<file path="config.mk">
export PLATFORM = sky130hd
export DESIGN_NAME = activation_output
export DESIGN_NICKNAME = d
export VERILOG_FILES = /design/src/source/activation_pkg.sv /design/src/source/activation_output.sv
export SDC_FILE = /design/constraint.sdc
export NUM_CORES = 1
export LEC_CHECK = 0
export BUFFER_PORTS_ARGS = -buffer_cell sky130_fd_sc_hd__buf_2
export CELL_PAD_IN_SITES_DETAIL_PLACEMENT = 1
export CELL_PAD_IN_SITES_GLOBAL_PLACEMENT = 1
export CORE_MARGIN = 2
export CORE_UTILIZATION = 36
export CTS_CLUSTER_DIAMETER = 50
export CTS_CLUSTER_SIZE = 8
export DETAILED_ROUTE_END_ITERATION = 8
export GPL_TIMING_DRIVEN = 0
export MAX_ROUTING_LAYER = met4
export PLACE_DENSITY = 0.78
export SETUP_SLACK_MARGIN = 0.2
export SLEW_MARGIN = 20
export SYNTH_ARGS = -nofsm -noshare
export SYNTH_HDL_FRONTEND = slang
export SYNTH_SLANG_ARGS = --single-unit
</file>
<file path="constraint.sdc">
create_clock -name clk -period 1 [get_ports clk]
set_clock_uncertainty 0.1 [all_clocks]
set_input_delay 0.05 -clock clk [delete_from_list [all_inputs] [get_ports clk]]
set_output_delay 0.05 -clock clk [all_outputs]
set_load 0.05 [all_outputs]
</file>
<file path="src/source/activation_pkg.sv">
// Activation package
// Float word layout, union views and exponent and gain constants

package activation_pkg;

  // ----------------------------------------
  // Float layout
  // ----------------------------------------

  // 1 sign, 8 exponent, 23 mantissa bits
  typedef struct packed {
    logic        sgn;
    logic [7:0]  exp;
    logic [22:0] man;
  } float_24_8;

  // One 32-bit word, seen as fields or as raw bits
  typedef union packed {
    // Arithmetic and segment decode
    float_24_8   fields;
    // Ports, zero test, register loads
    logic [31:0] bits;
  } float_word_u;

  // ----------------------------------------
  // Constants
  // ----------------------------------------

  // Exponent bias
  localparam logic [7:0]  EXP_BIAS = 8'd127;

  // Largest normal exponent
  localparam logic [7:0]  EXP_MAX  = 8'd254;

  // 1.0, gain after reset
  localparam logic [31:0] GAIN_ONE = {1'b0, 8'd127, 23'd0};

endpackage

</file>
<file path="src/source/activation_output.sv">
// Activation output stage
// Registers the activation word, its valid strobe and the half flag

module activation_output import activation_pkg::*; (
  input  logic        clk,
  input  logic        arst_n,
  input  logic        scaled_valid,
  input  float_word_u activation,
  output logic        out_valid,
  output float_word_u out_data,
  output logic        above_half
);

  // Flag from the word being loaded
  logic half_next;

  // Exponent 126 or more means at least 0.5
  assign half_next = (activation.fields.exp >= 8'd126);

  // ----------------------------------------
  // Output registers
  // ----------------------------------------
  always_ff @(posedge clk or negedge arst_n) begin
    if (!arst_n) begin
      out_valid   <= 1'b0;
      out_data    <= '0;
      above_half  <= 1'b0;
    end else begin
      // Strobe follows every cycle
      out_valid <= scaled_valid;
      // Data and flag hold between samples
      if (scaled_valid) begin
        out_data.bits <= activation.bits;
        above_half    <= half_next;
      end
    end
  end

  // Every result traces back to a scaled sample
  assert property (@(posedge clk) disable iff (!arst_n) out_valid |-> $past(scaled_valid))
    else $error("activation_output: out_valid without scaled_valid");

endmodule

</file>
# --- Word level (Yosys, flattened, before mapping) ---
# Index checks and enable logic that the tools add are counted.
word_totals:
  regBits: 34
  in_bits: 35
  output_inout_bits: 34
  wordCells: 4
classes:
  n_lt_le_gt_ge: 1
op_table:
  columns: ["operator", "n"]
  rows:
  - [">= comparator 8 x 7 -> 1 bit (second input constant)", 1]

# --- Logic depth before layout (Yosys ltp) ---
depth:
  word_depth: 1
  mapped_depth: 4
  mapped_depth_nobuf: 2

# --- Worst setup path after synthesis ---
# OpenSTA, ideal clock, no wires.
synth_path:
  path_type: "register to register"
  startpoint: "reg out_data[0] (netlist name)"
  endpoint: "reg out_data[0] (netlist bit)"
  setup_ns: 0.125
  arrival_time_ns: 0.869
  t_required_ns: 0.775
  path_slack_ns: -0.094
  stages_incl_launch_ff: 2
  path_buffers: 0
  period_less_slack_ns: 1.094
  path_cell_list: "dfrtp_1 -> mux2_4"
synth_lines:
  columns: ["item", "line", "text"]
  rows:
  - ["to (decl)", "activation_output.sv:10", "output float_word_u out_data,"]

# --- Final worst setup path ---
layout_path:
  startpoint: "reg out_data[11] (netlist bit)"
  endpoint: "out out_data[11] (netlist bit)"
# No word-level cell between the ends.

==> impl_results.html <==
<table>
<tr><th>Metric</th><th>Value</th></tr>
<tr><th colspan="2">Route</th></tr>
<tr><td>Total routed wirelength</td><td>3380 µm</td></tr>
<tr><td>Initial detailed-routing violation count</td><td>10</td></tr>
<tr><td>Drt wl/cell</td><td>between 15 and 20 µm</td></tr>
<tr><td>Number of detailed-routing iterations run before antenna repair</td><td>2</td></tr>
<tr><td>Via density per instance</td><td>4.58</td></tr>
<tr><td>Count of nets left with antenna violations after detail routing</td><td>0</td></tr>
<tr><td>Total via count in the routed design</td><td>911</td></tr>
<tr><td>Number of remaining DRC errors</td><td>0</td></tr>
<tr><th colspan="2">STA</th></tr>
<tr><td>Unrepaired setup endpoints after global routing</td><td>true</td></tr>
<tr><td>Highest clock rate</td><td>984 MHz</td></tr>
<tr><td>Final Hold Viols</td><td>67</td></tr>
<tr><td>Share of the clock period used by the worst path after layout</td><td>1.02</td></tr>
<tr><td>Max-slew headroom</td><td>0.506</td></tr>
<tr><td>Clock period minus final worst setup slack</td><td>1.02 ns</td></tr>
<tr><td>Total setup violations reported at the end of the flow</td><td>8</td></tr>
<tr><td>Final Slew Violations</td><td>0</td></tr>
<tr><td>Slew at the pin closest to its max-slew limit</td><td>0.741 ns</td></tr>
<tr><td>Worst hold slack after final layout</td><td>-0.273 ns</td></tr>
<tr><td>PnR worst setup slack</td><td>-0.0167 ns</td></tr>
<tr><th colspan="2">Run status</th></tr>
<tr><td>Violated checks</td><td>hold timing, setup timing</td></tr>
<tr><td>Result of the run</td><td>finished, violations left</td></tr>
<tr><th colspan="2">Critical path</th></tr>
<tr><td>Worst stage delay on the critical path</td><td>0.43 ns</td></tr>
<tr><td>CP Launch Type</td><td>flop</td></tr>
<tr><td>Setup crit end kind</td><td>output port</td></tr>
<tr><td>CP Buf/Inv Count</td><td>1</td></tr>
<tr><td>Critical path depth</td><td>1</td></tr>
<tr><td>Reg2reg setup slack</td><td>0.09 ns</td></tr>
<tr><td>Depth of the worst register-to-register path</td><td>1</td></tr>
<tr><td>Critical path class</td><td>flop to output port</td></tr>
<tr><td>Standard cell with the maximum stage delay on the critical path</td><td>dfrtp_2</td></tr>
<tr><td>Cell Chain, Critical Path</td><td>buf_6</td></tr>
<tr><td>Kind of cell adding the most delay to the critical path</td><td>flip-flops</td></tr>
<tr><td>Arrival time reported for the critical path endpoint</td><td>0.87 ns</td></tr>
<tr><td>Req. time, crit path</td><td>around 0.85 ns</td></tr>
<tr><td>Largest driver fanout on the critical path</td><td>2</td></tr>
<tr><th colspan="2">Power and ir drop</th></tr>
<tr><td>Pwr/cell area</td><td>about 1900 nW/µm²</td></tr>
<tr><td>Combinational share of power</td><td>0.298</td></tr>
<tr><td>Power spent charging and discharging nets</td><td>0.00128 W</td></tr>
<tr><td>Sw Ratio</td><td>0.314</td></tr>
<tr><td>Leakage dissipation</td><td>1.05 nW</td></tr>
<tr><td>Sequential power share</td><td>0.404</td></tr>
<tr><td>Clock network fraction of total power</td><td>0.298</td></tr>
<tr><td>Max rail drop VDD</td><td>0.932 mV</td></tr>
<tr><td>P_int</td><td>0.00279 W</td></tr>
<tr><th colspan="2">Clocking</th></tr>
<tr><td>Inserted Clock Buffers</td><td>5</td></tr>
<tr><td>CTS clock-pin slew for the worst setup and hold paths</td><td>around 0.07 ns</td></tr>
<tr><td>Clock tree from TritonCTS</td><td>built</td></tr>
<tr><td>Clock root buffer</td><td>clkbuf_8</td></tr>
<tr><td>Hold buffer count at CTS</td><td>1</td></tr>
<tr><td>Insertion delay of the later-clocked pin in the worst-skew pair</td><td>around 0.28 ns</td></tr>
<tr><td>Number of levels in the clock H-tree</td><td>2</td></tr>
<tr><td>Maximum count of clock buffers along a single path</td><td>2</td></tr>
<tr><td>Clock Sink Count</td><td>34</td></tr>
<tr><th colspan="2">Layout</th></tr>
<tr><td>Fraction of layout cells with a size suffix above 1</td><td>0.960</td></tr>
<tr><td>Most common library cell in the layout ignoring fill and taps</td><td>buf_6</td></tr>
<tr><td>Filler cell count in the final layout</td><td>379</td></tr>
<tr><td>Most frequent cells in the layout</td><td>buf_6 (35), buf_2 (34), dfrtp_2 (33), mux2_4 (28), clkbuf_8 (5)</td></tr>
<tr><td>Final Instance Count excl. Fillers</td><td>between 150 and 200</td></tr>
<tr><td>Synth-to-layout area growth</td><td>54.7%</td></tr>
<tr><td>Number of diodes</td><td>0</td></tr>
<tr><td>Core utilization of the finished layout</td><td>0.589</td></tr>
<tr><td>Count of nets after finishing</td><td>approximately 190</td></tr>
<tr><th colspan="2">Logic synthesis</th></tr>
<tr><td>Synth Cell Area</td><td>between 1000 and 1500 µm²</td></tr>
<tr><td>Synthesized area per cell</td><td>about 19 µm²</td></tr>
<tr><td>Area fraction of the dominant cell type after synthesis</td><td>0.602</td></tr>
<tr><td>Total of warnings raised by yosys</td><td>0</td></tr>
<tr><td>Cells taking the most area after synthesis</td><td>dfrtp_1 (60%), mux2_4 (30%), buf_12 (4.2%), mux2_2 (3.2%), buf_6 (0.80%)</td></tr>
<tr><td>Synthesized instance count</td><td>74</td></tr>
<tr><td>Synth area leader</td><td>dfrtp_1</td></tr>
<tr><td>Share of synthesized area occupied by flip-flops and latches</td><td>0.602</td></tr>
<tr><td>#FFs+latches synth</td><td>34</td></tr>
<tr><td>Count of different cell masters after synthesis</td><td>9</td></tr>
<tr><td>Net count after synthesis</td><td>about 110</td></tr>
<tr><th colspan="2">Global route</th></tr>
<tr><td>Sum of overflow across all layers after global routing</td><td>0</td></tr>
<tr><td>GR Util All Layers</td><td>0.172</td></tr>
<tr><td>Initial antenna violation count</td><td>0</td></tr>
<tr><td>Maximum number of pins on one net before global-route repair</td><td>35</td></tr>
<tr><td>First-pass GRT wire length</td><td>about 5300 µm</td></tr>
<tr><td>Via count of the first global-routing pass</td><td>roughly 1,000</td></tr>
<tr><th colspan="2">Floorplan</th></tr>
<tr><td>Floorplan row count</td><td>22</td></tr>
<tr><td>Core region area</td><td>about 3700 µm²</td></tr>
<tr><td>Die Footprint</td><td>4440 µm²</td></tr>
<tr><td>Initial Utilization</td><td>0.380</td></tr>
<tr><td>Die height</td><td>66.7 µm</td></tr>
<tr><td>Die Wd</td><td>about 67 µm</td></tr>
<tr><td>I/O pin total</td><td>between 60 and 70</td></tr>
<tr><th colspan="2">Place</th></tr>
<tr><td>Number of port buffers</td><td>68</td></tr>
<tr><td># placed instances</td><td>190</td></tr>
<tr><td>Final GP Congestion</td><td>~0.71</td></tr>
<tr><th colspan="2">Hold path</th></tr>
<tr><td>Worst hold path class</td><td>input pin to asynchronous set/reset pin</td></tr>
<tr><th colspan="2">Run</th></tr>
<tr><td>Number of max-capacitance violations reported</td><td>0</td></tr>
</table>
==> cell usage after synthesis <==
master and count:
mux2_2 4, buf_6 1, o21ai_0 1, buf_12 3
nand3_1 1, dfrtp_1 34, mux2_4 28, nand4_1 1
mux2i_1 1
==> logic make-up (layout without fill, tap and decap cells) <==
logic type / count (synthesis) / after routing / share of synthesized area
flip-flops: 34 / 34 / 0.602
multiplexers: 33 / 33 / 0.336
buffers and inverters: 4 / 81 / 0.0504
AND/OR/NAND/NOR: 2 / 2 / 0.00796
AO/OA/AOI/OAI: 1 / 1 / 0.00354
==> cell type report <==
| class | instances | area, µm² | share of cell area |
|---|---|---|---|
| flip-flops and latches | 34 | 892 | 0.408 |
| multi-input cells | 36 | 492 | 0.225 |
| plain buffers | 4 | 71.3 | 0.0326 |
| well taps | 48 | 60.1 | 0.0275 |
| clock inverters | 3 | 40.0 | 0.0183 |
| repair buffers | 69 | 563 | 0.257 |
| clock buffers | 5 | 68.8 | 0.0315 |
==> power by group through the flow <==
stage	Clock, W	Sequential (W)	Combinational [W]
detailed placement	0	0.00163	0.00104
global route	0.00132	0.00166	0.00126
CTS	0.00124	0.00164	0.00122
global placement	0	0.00162	0.00102
finish	0.00121	0.00165	0.00121
floorplan	0	0.00212	0.000267
==> metal layers <==
metal	wire, µm	share of wire	global-route usage
met3	185	0.055	0.0287
met5	0	0	-
met1	1270	0.38	0.186
met2	1860	0.55	0.305
met4	63	0.019	0.0842
==> registers in the layout, indices dropped and copies added, names as in the netlist <==
| name | cells |
|---|---|
| out_data | 32 |
| above_half | 1 |
| out_valid | 1 |
==> timing repair <==
item | in CTS | in global routing
endpoints found under the hold margin | 68 | 67
resized for setup | 68 | 0
buffers inserted | 0 | 0
endpoints found under the setup margin | 67 | 67
gates cloned | 0 | 0
==> metrics by stage <==
step	instance area (µm²)	worst slack, ns	hold WS [ns]	power (W)	TNS, ns
detailed placement	1860	-0.00412	0.0579	0.00267	-0.0182
CTS	2190	-0.0147	-0.247	0.00411	-0.170
floorplan	1460	-0.00946	-0.346	0.00239	-0.274
global placement	1860	0.0186	0.0376	0.00264	0
global route	2190	-0.0368	-0.224	0.00425	-0.803
finish	2190	-0.0167	-0.273	0.00407	-0.0397
==> worst paths after layout <==
kind | from | endpoint
max | out_data[11] | out_data[11]
min | arst_n | out_data[29]
max reg2reg | out_data[11] | out_data[11]
min reg2reg | out_data[30] | out_data[30]
max in group asynchronous | arst_n | out_data[16]
min in group clk | activation[22] | out_data[22]
No activity file was read; power rests on OpenSTA's default activity.
