## src/source/activation_pkg.sv

```systemverilog
// Activation package
// Float word layout, union views and exponent and gain constants

package activation_pkg;

  // ----------------------------------------
  // Float layout
  // ----------------------------------------

  // 1 sign, 8 exponent, 23 mantissa bits
  typedef struct packed {
    logic        sgn;
    logic [7:0]  exp;
    logic [22:0] man;
  } float_24_8;

  // One 32-bit word, seen as fields or as raw bits
  typedef union packed {
    // Arithmetic and segment decode
    float_24_8   fields;
    // Ports, zero test, register loads
    logic [31:0] bits;
  } float_word_u;

  // ----------------------------------------
  // Constants
  // ----------------------------------------

  // Exponent bias
  localparam logic [7:0]  EXP_BIAS = 8'd127;

  // Largest normal exponent
  localparam logic [7:0]  EXP_MAX  = 8'd254;

  // 1.0, gain after reset
  localparam logic [31:0] GAIN_ONE = {1'b0, 8'd127, 23'd0};

endpackage

```

## src/source/gain_multiplier.sv

```systemverilog
// Gain multiplier
// Holds the programmable gain and scales each input sample by it,
// truncating float multiply with one register stage

module gain_multiplier import activation_pkg::*; (
  input  logic        clk,
  input  logic        arst_n,
  input  logic        gain_load,
  input  float_word_u gain_value,
  input  logic        in_valid,
  input  float_word_u in_data,
  output logic        scaled_valid,
  output float_word_u scaled
);

  // Gain register
  float_word_u        gain_q;

  // Multiplier datapath
  logic               zero_operand;
  logic               prod_sgn;
  logic [47:0]        mant_prod;
  logic [22:0]        mant_norm;
  logic signed [9:0]  exp_sum;
  float_word_u        product;

  // ----------------------------------------
  // Gain register
  // ----------------------------------------

  // New gain applies from the next sample on
  always_ff @(posedge clk or negedge arst_n) begin
    if (!arst_n) begin
      gain_q.bits <= GAIN_ONE;
    end else if (gain_load) begin
      gain_q.bits <= gain_value.bits;
    end
  end

  // ----------------------------------------
  // Float multiply
  // ----------------------------------------

  // Zero exponent on either side flushes to zero
  assign zero_operand = (in_data.bits[30:23] == 8'd0) || (gain_q.bits[30:23] == 8'd0);

  assign prod_sgn = in_data.fields.sgn ^ gain_q.fields.sgn;

  // Mantissas with hidden one, 24 x 24
  assign mant_prod = 48'({1'b1, in_data.fields.man}) * 48'({1'b1, gain_q.fields.man});

  // Product in [1,4), normalize by one place at most
  assign mant_norm = mant_prod[47] ? mant_prod[46:24] : mant_prod[45:23];

  // Biased sum, plus one when normalized
  assign exp_sum = $signed({2'b00, in_data.fields.exp})
                 + $signed({2'b00, gain_q.fields.exp})
                 - $signed({2'b00, EXP_BIAS})
                 + $signed({9'd0, mant_prod[47]});

  always_comb begin
    product.bits = '0;
    if (zero_operand || (exp_sum < 10'sd1)) begin
      // Zero operand or underflow
      product.bits = '0;
    end else if (exp_sum > $signed({2'b00, EXP_MAX})) begin
      // Overflow saturates to the largest normal
      product.fields.sgn = prod_sgn;
      product.fields.exp = EXP_MAX;
      product.fields.man = '1;
    end else begin
      product.fields.sgn = prod_sgn;
      product.fields.exp = exp_sum[7:0];
      product.fields.man = mant_norm;
    end
  end

  // ----------------------------------------
  // Pipeline register
  // ----------------------------------------

  always_ff @(posedge clk or negedge arst_n) begin
    if (!arst_n) begin
      scaled_valid <= 1'b0;
    end else begin
      scaled_valid <= in_valid;
    end
  end

  // Payload only moves with a valid sample
  always_ff @(posedge clk) begin
    if (in_valid) begin
      scaled.bits <= product.bits;
    end
  end

  // Valid strobe must stay clean for the output stage
  assert property (@(posedge clk) disable iff (!arst_n) !$isunknown(scaled_valid))
    else $error("gain_multiplier: scaled_valid unknown");

endmodule

```

## config.mk

```make
export PLATFORM = sky130hd
export DESIGN_NAME = gain_multiplier
export DESIGN_NICKNAME = d
export VERILOG_FILES = /design/src/source/activation_pkg.sv /design/src/source/gain_multiplier.sv
export SDC_FILE = /design/constraint.sdc
export NUM_CORES = 1
export LEC_CHECK = 0
export ABC_AREA = 1
export BUFFER_PORTS_ARGS = -buffer_cell sky130_fd_sc_hd__buf_2
export CELL_PAD_IN_SITES_DETAIL_PLACEMENT = 1
export CELL_PAD_IN_SITES_GLOBAL_PLACEMENT = 1
export CORE_MARGIN = 3
export CORE_UTILIZATION = 49
export CTS_BUF_LIST = sky130_fd_sc_hd__clkbuf_16
export DETAILED_ROUTE_END_ITERATION = 16
export PLACE_DENSITY_LB_ADDON = 0.1
export SLEW_MARGIN = 20
export SYNTH_ARGS = -nofsm -noshare
export SYNTH_HDL_FRONTEND = slang
export SYNTH_SLANG_ARGS = --single-unit
```

## constraint.sdc

```tcl
create_clock -name clk -period 9.49 [get_ports clk]
set_clock_uncertainty 0.1 [all_clocks]
set_input_delay 0.949 -clock clk [delete_from_list [all_inputs] [get_ports clk]]
set_output_delay 0.949 -clock clk [all_outputs]
set_load 0.05 [all_outputs]
```

After elaboration in Yosys (flattened, before gate mapping) --
Cells that the tools add are included.
Storage, ports and cells: register bits after elaboration 65, bits in latches 0, bits in writable memories 0, memory bits (read-only) 0, output and inout port bits 33, memories 0
Operators by class: add/sub/neg operators 3, $mul 1, div/mod/pow operators 0, magnitude comparators 2, eq/ne operators 0, shift operators 0, mux-type cells 2, bitwise operators 1, reductions and logical operators 5
Operators by type and width (number):
- $mul A24 B24 Y48 | 1
- $mux W31 | 1
- $mux W23 | 1
- $logic_not A8 Y1 | 2
- $add A10 B2 Y10 | 1
- $gt A10 B9 Y1 const B | 1
- $lt A10 B2 Y1 const B | 1
- $sub A9 B7 Y10 const B | 1
- $add A8 B8 Y9 | 1
- $logic_or A1 B1 Y1 | 2
- $reduce_or A2 Y1 | 1
- $xor A1 B1 Y1 | 1

Depth between registers and ports, before layout --
Gate-level depths: netlist of run 1.
word-level depth 6, gate-level depth with buffers 48, depth with buffers taken out 45

Least setup slack after synthesis of run 1 --
Ideal clock, no wire load.
path type input port to flip-flop, start point input in_data[13] in the netlist's numbering, end point register scaled[0] in the netlist's numbering (data pin), setup time 0.249 ns, arrival time 8.200 ns, data required time 9.141 ns, slack 0.941 ns, cell stages on the path 42, cells stage by stage clkbuf_1 nand2_1 fa_1 inv_1 fa_1 inv_1 fa_1 inv_1 fa_1 inv_1 fa_1 inv_1 fa_1 inv_1 fa_1 inv_1 ha_1 nand2_1 [... 6 more ...] nand4_1 nand2_4 buf_6 nand2_1 nand2_1 ha_1 fa_1 nand3_1 nand2_1 xnor2_1 nand4_1 nor3_1 nand2_1 nand3_4 inv_2 buf_6 nand2_1 inv_1
On the way: word-level cells in the longest chain between the ends 4, elaborated cells between the ends (all ways) 7, classes of those cells 1 x add/sub; 1 x mul; 2 x order compare; 2 x mux; 1 x reduce/logical
RTL lines:
- start: declaration | RTL line gain_multiplier.sv:11 | input float_word_u in_data,
- $mul A24 B24 Y48 (*) | RTL line gain_multiplier.sv:50 | assign mant_prod = 48'({1'b1, in_data.fields.man}) * 48'({1'b1, gain_q.fields.man});
- $add A10 B2 Y10 | RTL line gain_multiplier.sv:59 | + $signed({9'd0, mant_prod[47]});
- $gt A10 B9 Y1 / $lt A10 B2 Y1 (equally long branches) | RTL line gain_multiplier.sv:66, gain_multiplier.sv:63
- $mux W31 / $logic_or A1 B1 Y1 (equally long branches) | RTL line gain_multiplier.sv:66, gain_multiplier.sv:63
- end: declaration | RTL line gain_multiplier.sv:13 | output float_word_u scaled
Every way passes the cells marked *; elsewhere a longest branch is shown, timed or not. A chain may end at the register's enable or synchronous reset.

Final worst setup path of run 1 --
start point input in_data[21] in the netlist's numbering, end point register scaled[11] in the netlist's numbering (data pin)
The elaborated chain is that of the path after synthesis.

==> flow_metrics.tcl, run 1 <==
set metrics [dict create \
    status "completed" \
    wl_per_cell_um 19.38 \
    critPathLaunch "in_data[21]" \
    avgViaCountPerCell 5.083 \
    crit_path_end_kind "flip-flop" \
    regToRegSetupSlack_ns 0.49 \
    cts_sinks 65 \
    clockBufferDepth 2 \
    synth_common_cells "978 x inv_1, 893 x nand2_1, 482 x fa_1" \
    clockRootBuffer "clkbuf_16" \
    hold_class "flip-flop to flip-flop" \
    port_buffers 100 \
    grt_pass1_vias 21730 \
    max_freq_mhz 110.6 \
    cp.required_ns 9.50 \
    die_h_um 224.2 \
    crit_type "input port to flip-flop" \
    drive_above_1_share 0.08177 \
    synth.area.top_cells "fa_1 41%, inv_1 16%, nand2_1 14%" \
    syn-num-nets 3814 \
    min_period_ns 9.042 \
    worstPathMaxFanout 15 \
    wirelength_mm 72.94 \
    hold_viol 0 \
    setup_viol 0 \
    startpoint_type "input port" \
    crit_path_frequent_cell "nand2_1" \
    floorplan.initialDensity 0.4992 \
    max_stage_delay_ns 0.57 \
    synthArstFlopShare 0.5077 \
    cts_buffers 9 \
    arrival_ns 9.05 \
    clk_pin_slew_ns 0.05 \
    synthFlopType "edfxtp_1" \
    r2r_end "scaled[11]$_SDFFCE_PP0P_" \
    num_rows 79 \
    worstSkewPairLatency_ns 0.37 \
    via_count 19127 \
    grtUsageMet3 0.05442 \
    ys_seq_elements 65 \
    ys_warn_count 0 \
    remaining_drc_errors 0 \
    syn_to_final_growth_pct 6.996 \
    nets 3884 \
    top_usage_layer "met2" \
    dp_hpwl_mm 65.08 \
    grt_usage 0.3037 \
    die_area_um2 50280 \
    synth-edff-count 32 \
    grt-ovfl-total 0 \
    ys_types 40 \
    yosysMostFrequentCell "inv_1" \
    period_share 0.9528 \
    cp-endpoint "scaled[11]$_SDFFCE_PP0P_" \
    gp_congestion 0.9447 \
    r2r_cells 42 \
    hold_buffers 0 \
    slew_violations 0 \
    max_cap_violations 0 \
    synth_area_um2 23340 \
    avgSynthCellArea_um2 7.577 \
    synth_area_leader_cell "fa_1" \
    grt_use_met1 0.3997 \
    first_iter_violations 891 \
    synthCells 3080 \
    ant_nets 0 \
    reg2reg_from "gain_q[7]$_DFFE_PN0P_" \
    rsz0062_at_grt "false" \
    relSlewSlack 0.3547 \
    io_pins 101 \
    grt_max_degree 41 \
    h-tree-depth 3 \
    fin_setup_tns_ns 0 \
    cts_tree "built" \
    gr-usage-met2 0.5230 \
    grt_pass1_wl_mm 118.3 \
    antenna_found_initial 2 \
    coreArea_um2 46750 \
    die_x_um 224.2 \
    yosysTopAreaCellShare 0.4134 \
    fillers 5987 \
    cp_slowest_cell "fa_1" \
    seq_area_frac_synth 0.07693 \
    dr.pass1.iters 5 \
    worst_slew_pin_slew_ns 0.9680 \
]
critical path: cells and delay by family:
| family | cells | cell delay (ns) |
|---|---|---|
| adders and majority gates | 10 | 4.52 |
| buffers and inverters | 8 | 1.04 |
| and+or+nand+nor | 22 | 2.50 |
per-stage QoR:
stage               instances  cell area [µm²]  utilization  hold WS (ns)  setup slack, ns
detailed placement       3746            24650       0.5272        0.4222          0.03031
global placement         3746            24650       0.5272        0.4170           0.2640
global route             3762            24970       0.5341        0.4599         0.001085
finish                   3763            24970       0.5341        0.4292           0.4479
CTS                      3762            24930       0.5331        0.4342           0.2916
floorplan                3080            23340            -        0.4024           0.9407
what timing repair did:
item | CTS | global route
resized for setup | 0 | 18
setup endpoints to repair | 0 | 31
setup buffers | 0 | 0
flip-flops by register name, summed over array words and instances (netlist names):
| register | flops |
|---|---|
| gain_q | 32 |
| scaled | 32 |
| scaled_valid | 1 |
cells in the final DEF, fill, tap and decap left out, types with 7 or more instances in the layout:
cell type  synthesis  final
o21bai_1          11     11
clkbuf_4           0      8
a21oi_1           63     63
fa_1             482    481
dfrtp_2            0      7
dfrtp_1           26     19
inv_2              7      7
ha_1             184    184
nand2_2            9      8
edfxtp_1          32     32
nand4_1           20     20
nand2_1          893    893
inv_1            978    978
nor3_1             8      8
mux2_2            24     24
nor2_2            10     10
nor2_1            83     83
buf_2              3     92
dfstp_2            7      7
o21ai_0           29     29
buf_4              0     62
xor2_1             8      8
clkbuf_16          0      9
nand3_1           67     67
how the worst min path moves through the flow:
stage / from / slack [ns] / cells after the start / endpoint
3_5_place_dp: gain_q[31]$_DFFE_PN0P_ / 0.42 / 1 / gain_q[31]$_DFFE_PN0P_
4_1_cts: gain_q[31]$_DFFE_PN0P_ / 0.43 / 1 / gain_q[31]$_DFFE_PN0P_
6_report: gain_q[31]$_DFFE_PN0P_ / 0.43 / 1 / gain_q[31]$_DFFE_PN0P_
3_3_place_gp: gain_q[31]$_DFFE_PN0P_ / 0.42 / 1 / gain_q[31]$_DFFE_PN0P_
5_1_grt: gain_q[31]$_DFFE_PN0P_ / 0.46 / 1 / gain_q[31]$_DFFE_PN0P_
2_1_floorplan: gain_q[31]$_DFFE_PN0P_ / 0.40 / 1 / gain_q[31]$_DFFE_PN0P_
kinds of logic after synthesis:
family	synth area share
buf+inv	0.1771
fa+ha+maj	0.5121
mux	0.01158
compound gates	0.02493
flops	0.07693
xor+xnor	0.004879
simple gates	0.1925
area by class of cell:
| type | instances | area, µm² | share of cell area |
|---|---|---|---|
| timing repair buffer | 163 | 1006 | 0.04028 |
| clock buffer | 9 | 225.2 | 0.009019 |
| sequential | 65 | 1804 | 0.07225 |
| tap | 607 | 759.5 | 0.03041 |
| inverter | 985 | 3697 | 0.1481 |
| multi-input combinational | 1926 | 17430 | 0.6978 |
| clock inverter | 7 | 51.30 | 0.002054 |
| antenna | 1 | 2.502 | 0.0001002 |
routing by layer:
metal | up-vias | routed length, µm
met2 | 437 | 35770
met4 | 2 | 1813
li1 | 8805 | -
met3 | 116 | 4146
met5 | - | 7
met1 | 9767 | 31200
Power of run 1 is left out: the tool's default activity adds up to more than one toggle a clock period on the data nets, which glitch-free logic cannot reach.
==> run 2: changes to the inputs <==
- RECOVER_POWER: not set -> 25
==> run 2 against run 1 <==
  * The flow now finishes with violations (max-capacitance violations, max-slew violations)
  * Highest routed layer unchanged
  * Worst hold slack stayed put
  * Global-route usage stayed put
  * First-iteration DRC count stayed put
  * Maximum frequency hardly changed
  * Cell area hardly changed
  * Sequential cell count stayed put
==> flow_metrics.tcl, run 2 (synthesized netlist as in run 1, its figures left out) <==
set metrics [dict create \
    first_iter_violations 891 \
    cts_tree "built" \
    cts_setup_buffers 0 \
    path_delay_family "adder cells" \
    die_x_um 224.2 \
    via_count 19123 \
    nets 3884 \
    min_period_ns 9.042 \
    floorplan.initialDensity 0.4992 \
    h-tree-depth 3 \
    setup_viol 0 \
    worst-path-buf-inv 8 \
    syn_to_final_growth_pct 6.985 \
    final_cell_mix "978 x inv_1, 893 x nand2_1, 481 x fa_1, 184 x ha_1, 90 x buf_2" \
    gp_congestion 0.9447 \
    crit_path_end_kind "flip-flop" \
    grt_usage 0.3037 \
    max_cap_violations 2 \
    die_area_um2 50280 \
    routed-wl-met2_mm 35.76 \
    worstSkewPairLatency_ns 0.37 \
    ant_nets 0 \
    worstPathMaxFanout 15 \
    m1WireLength_mm 31.19 \
    wirelength_mm 72.94 \
    clockRootBuffer "clkbuf_16" \
    grt_pass1_vias 21730 \
    violations "max-capacitance violations, max-slew violations" \
    clockBufferDepth 2 \
    hold_class "flip-flop to flip-flop" \
    die_h_um 224.2 \
    avgViaCountPerCell 5.082 \
    cts_buffers 9 \
    final_common_cell "inv_1" \
    drive_above_1_share 0.08114 \
    status "complete, but fails checks" \
    grt_pass1_wl_mm 118.3 \
    remaining_drc_errors 0 \
    dp_hpwl_mm 65.08 \
    startpoint_type "input port" \
    worst_slew_pin_slew_ns 2.097 \
    max_stage_delay_ns 0.57 \
    fillers 5987 \
    grt_max_degree 41 \
    arrival_ns 9.05 \
    rsz0062_at_grt "false" \
    dr_wl_met3_mm 4.161 \
    slew_violations 68 \
    coreArea_um2 46750 \
    crit_type "input port to flip-flop" \
    cts_sinks 65 \
    grt-ovfl-total 0 \
    seq_area_um2 1804 \
    highest_layer "met5" \
    crit_path_frequent_cell "nand2_1" \
    cp_slowest_cell "fa_1" \
    dr.pass1.iters 5 \
    largestRegisters "gain_q (32), scaled (32), scaled_valid (1)" \
    multi_input_area_um2 17430 \
    hold_viol 0 \
    relSlewSlack -0.3982 \
    num_rows 79 \
    clk_pin_slew_ns 0.05 \
    fin_setup_tns_ns 0 \
    io_pins 101 \
    max_freq_mhz 110.6 \
    wl_per_cell_um 19.38 \
    antenna_found_initial 2 \
    cp.required_ns 9.50 \
    period_share 0.9528 \
    port_buffers 100 \
]
-- run 2: changes by cell type in the layout (fill, tap and decap cells not counted) --
cell	delta
buf_2	-2
clkbuf_1	+2
-- run 2: timing repair --
item | 4_1_cts | 5_1_grt
endpoints found under the hold margin | 0 | 0
gates resized for setup | 0 | 18
endpoints found under the setup margin | 0 | 31
hold buffers | 0 | 0
-- run 2: worst reg2reg max path: cells and delay by family, from the launching register on --
kind,cells,cell delay [ns]
fa+ha+maj,10,4.53
buf+inv,10,0.81
flops,1,0.87
simple gates,22,2.43
-- run 2: worst paths after layout --
| check | to | slack, ns | start | depth (start not counted) |
|---|---|---|---|---|
| setup / recovery | scaled[11]$_SDFFCE_PP0P_ | 0.45 | in_data[21] | 40 |
| hold / removal | gain_q[31]$_DFFE_PN0P_ | 0.43 | gain_q[31]$_DFFE_PN0P_ | 1 |
| setup reg to reg | scaled[11]$_SDFFCE_PP0P_ | 0.49 | gain_q[7]$_DFFE_PN0P_ | 42 |
| hold reg to reg | gain_q[31]$_DFFE_PN0P_ | 0.43 | gain_q[31]$_DFFE_PN0P_ | 1 |
| max in group asynchronous | gain_q[5]$_DFFE_PN0P_ | 6.84 | arst_n | 1 |
| min in group asynchronous | gain_q[30]$_DFFE_PN0P_ | 1.08 | arst_n | 1 |
-- run 2: metrics by stage --
step                utilization  instances  hold slack [ns]  setup slack [ns]  cell area, µm²
global placement         0.5272       3746           0.4170            0.2640           24650
global route             0.5340       3762           0.4599          0.001085           24970
CTS                      0.5331       3762           0.4342            0.2916           24930
finish                   0.5341       3763           0.4292            0.4477           24970
floorplan                     -       3080           0.4024            0.9407           23340
detailed placement       0.5272       3746           0.4222           0.03031           24650
-- run 2: layout make-up --
| type | instances | area share |
|---|---|---|
| Clock inverter | 7 | 0.002055 |
| Inverter | 985 | 0.1481 |
| Multi-Input combinational cell | 1926 | 0.6979 |
| Clock buffer | 9 | 0.009020 |
| Timing Repair Buffer | 163 | 0.04019 |
| Sequential cell | 65 | 0.07226 |
| Tap cell | 607 | 0.03042 |
| Antenna cell | 1 | 0.0001002 |
-- run 2: layer usage --
layer  track usage  up-vias
met5             0        -
met3       0.05442      116
met1        0.3997     9763
met2        0.5230      437
li1              -     8805
met4       0.07853        2
Power of run 2 is left out for the same reason.
==> run 3: changes to the inputs <==
- GPL_TIMING_DRIVEN: not set -> 0
==> run 3 against run 2 <==
  * The flow still finishes with violations (max-capacitance violations, max-slew violations)
  * Non-clock buffer count grew 47
  * Sequential cell count is the same
  * Maximum frequency shrank 1.0%
  * Critical path depth shrank 1
  * Wire length grew 14%
  * Cell area grew 1.9%
  * Largest cell class unchanged
==> flow_metrics.tcl, run 3 (synthesized netlist as in run 1, its figures left out) <==
set metrics [dict create \
    dp_hpwl_mm 73.24 \
    instances_no_fill 3809 \
    worstHoldStart "gain_q[31]$_DFFE_PN0P_" \
    violations "max-capacitance violations, max-slew violations" \
    dp_slack_ns -1.021 \
    largestRegisters "gain_q (32), scaled (32), scaled_valid (1)" \
    placed_cells 3786 \
    final_common_cell "inv_1" \
    crit_type "input port to flip-flop" \
    max_stage_delay_ns 0.58 \
    min_period_ns 9.137 \
    floorplan.initialDensity 0.4992 \
    startpoint_type "input port" \
    worst-path-buf-inv 10 \
    grt_pass1_wl_mm 130.8 \
    h-tree-depth 3 \
    first_iter_violations 1006 \
    r2r_cells 38 \
    hold_viol 0 \
    fillers 5996 \
    crit_path_end_kind "flip-flop" \
    coreArea_um2 46750 \
    hold_class "flip-flop to flip-flop" \
    clk_pin_slew_ns 0.06 \
    nets 3931 \
    hold_buffers 0 \
    layout_setup_ws_ns 0.3528 \
    slew_violations 68 \
    cts_tree "built" \
    min_path_cells 1 \
    io_pins 101 \
    max_freq_mhz 109.4 \
    setup_viol 0 \
    wirelength_mm 83.16 \
    worstSkewPairLatency_ns 0.37 \
    r2r_end "scaled[0]$_SDFFCE_PP0P_" \
    antenna_cells 0 \
    status "complete, but fails checks" \
    dr.pass1.iters 5 \
    arrival_ns 9.15 \
    antenna_found_initial 0 \
    worstHoldEndpoint "gain_q[31]$_DFFE_PN0P_" \
    num_rows 79 \
    final_core_util 0.5442 \
    cp_slowest_cell "fa_1" \
    design_area_um2 25440 \
    port_buffers 99 \
    grt_pass1_vias 22790 \
    reg2reg_from "gain_q[10]$_DFFE_PN0P_" \
    relSlewSlack -0.4843 \
    die_h_um 224.2 \
    worstPathMaxFanout 10 \
    grt_usage 0.3439 \
    critical_path_depth 39 \
    worst_slew_pin_slew_ns 2.226 \
    gp_congestion 0.9692 \
    drive_above_1_share 0.09900 \
    clockRootBuffer "clkbuf_16" \
    ant_nets 0 \
    avgViaCountPerCell 5.242 \
    cp.required_ns 9.51 \
    grt_max_degree 34 \
    cts_sinks 65 \
    final_cell_mix "977 x inv_1, 885 x nand2_1, 479 x fa_1, 179 x ha_1, 89 x buf_2" \
    syn_to_final_growth_pct 9.018 \
    remaining_drc_errors 0 \
    regToRegSetupSlack_ns 0.36 \
    cts_buffers 9 \
    die_x_um 224.2 \
    clockBufferDepth 2 \
    dpl_cell_area_um2 24590 \
    grt-ovfl-total 0 \
    die_area_um2 50280 \
    max_cap_violations 2 \
    path_delay_family "adder cells" \
    period_share 0.9628 \
    wl_per_cell_um 21.83 \
    via_count 19968 \
]
run 3: changes by cell type in the layout (fill, tap and decap cells not counted), sizes merged:
| cell | change |
|---|---|
| buf | -31 |
| clkbuf | +78 |
| diode | -1 |
| inv | -2 |
| bufinv | +2 |
run 3: metrics by stage:
| step | setup TNS [ns] | hold WS (ns) |
|---|---|---|
| 6_report | 0 | 0.4467 |
| 5_1_grt | -0.3569 | 0.4681 |
| 4_1_cts | 0 | 0.4490 |
| 3_5_place_dp | -28.88 | 0.4356 |
| 3_3_place_gp | -21.43 | 0.4118 |
| 2_1_floorplan | 0 | 0.4024 |
run 3: worst max-delay path by stage:
stage,start,endpoint,slack (ns)
after floorplan,in_data[13],scaled[0]$_SDFFCE_PP0P_,0.94
after global placement,in_data[18],scaled[3]$_SDFFCE_PP0P_,-0.83
final,in_data[8],scaled[0]$_SDFFCE_PP0P_,0.35
after CTS,in_data[16],scaled[17]$_SDFFCE_PP0P_,0.004
after global routing,in_data[13],scaled[17]$_SDFFCE_PP0P_,-0.06
after detailed placement,in_data[14],scaled[17]$_SDFFCE_PP0P_,-1.02
run 3: final cells by class:
class / count / area, µm² / share of cell area
well taps: 607 / 759.5 / 0.02985
repair buffers: 106 / 574.3 / 0.02257
multi-input cells: 1926 / 17510 / 0.6882
plain buffers: 104 / 770.7 / 0.03029
flip-flops and latches: 65 / 1808 / 0.07106
clock buffers: 9 / 225.2 / 0.008852
inverters: 985 / 3697 / 0.1453
clock inverters: 7 / 98.84 / 0.003885
run 3: metal layers:
layer,routed length [µm],track usage,up-vias
li1,-,-,8916
met2,40000,0.5867,651
met4,4593,0.1513,0
met3,5445,0.05795,199
met1,33120,0.4338,10202
met5,0,0,-
run 3: what timing repair did:
item | CTS | global route
endpoints found under the setup margin | 32 | 32
setup buffers | 0 | 7
pin swaps | 0 | 9
resized for setup | 145 | 71
Power of run 3 is left out for the same reason.
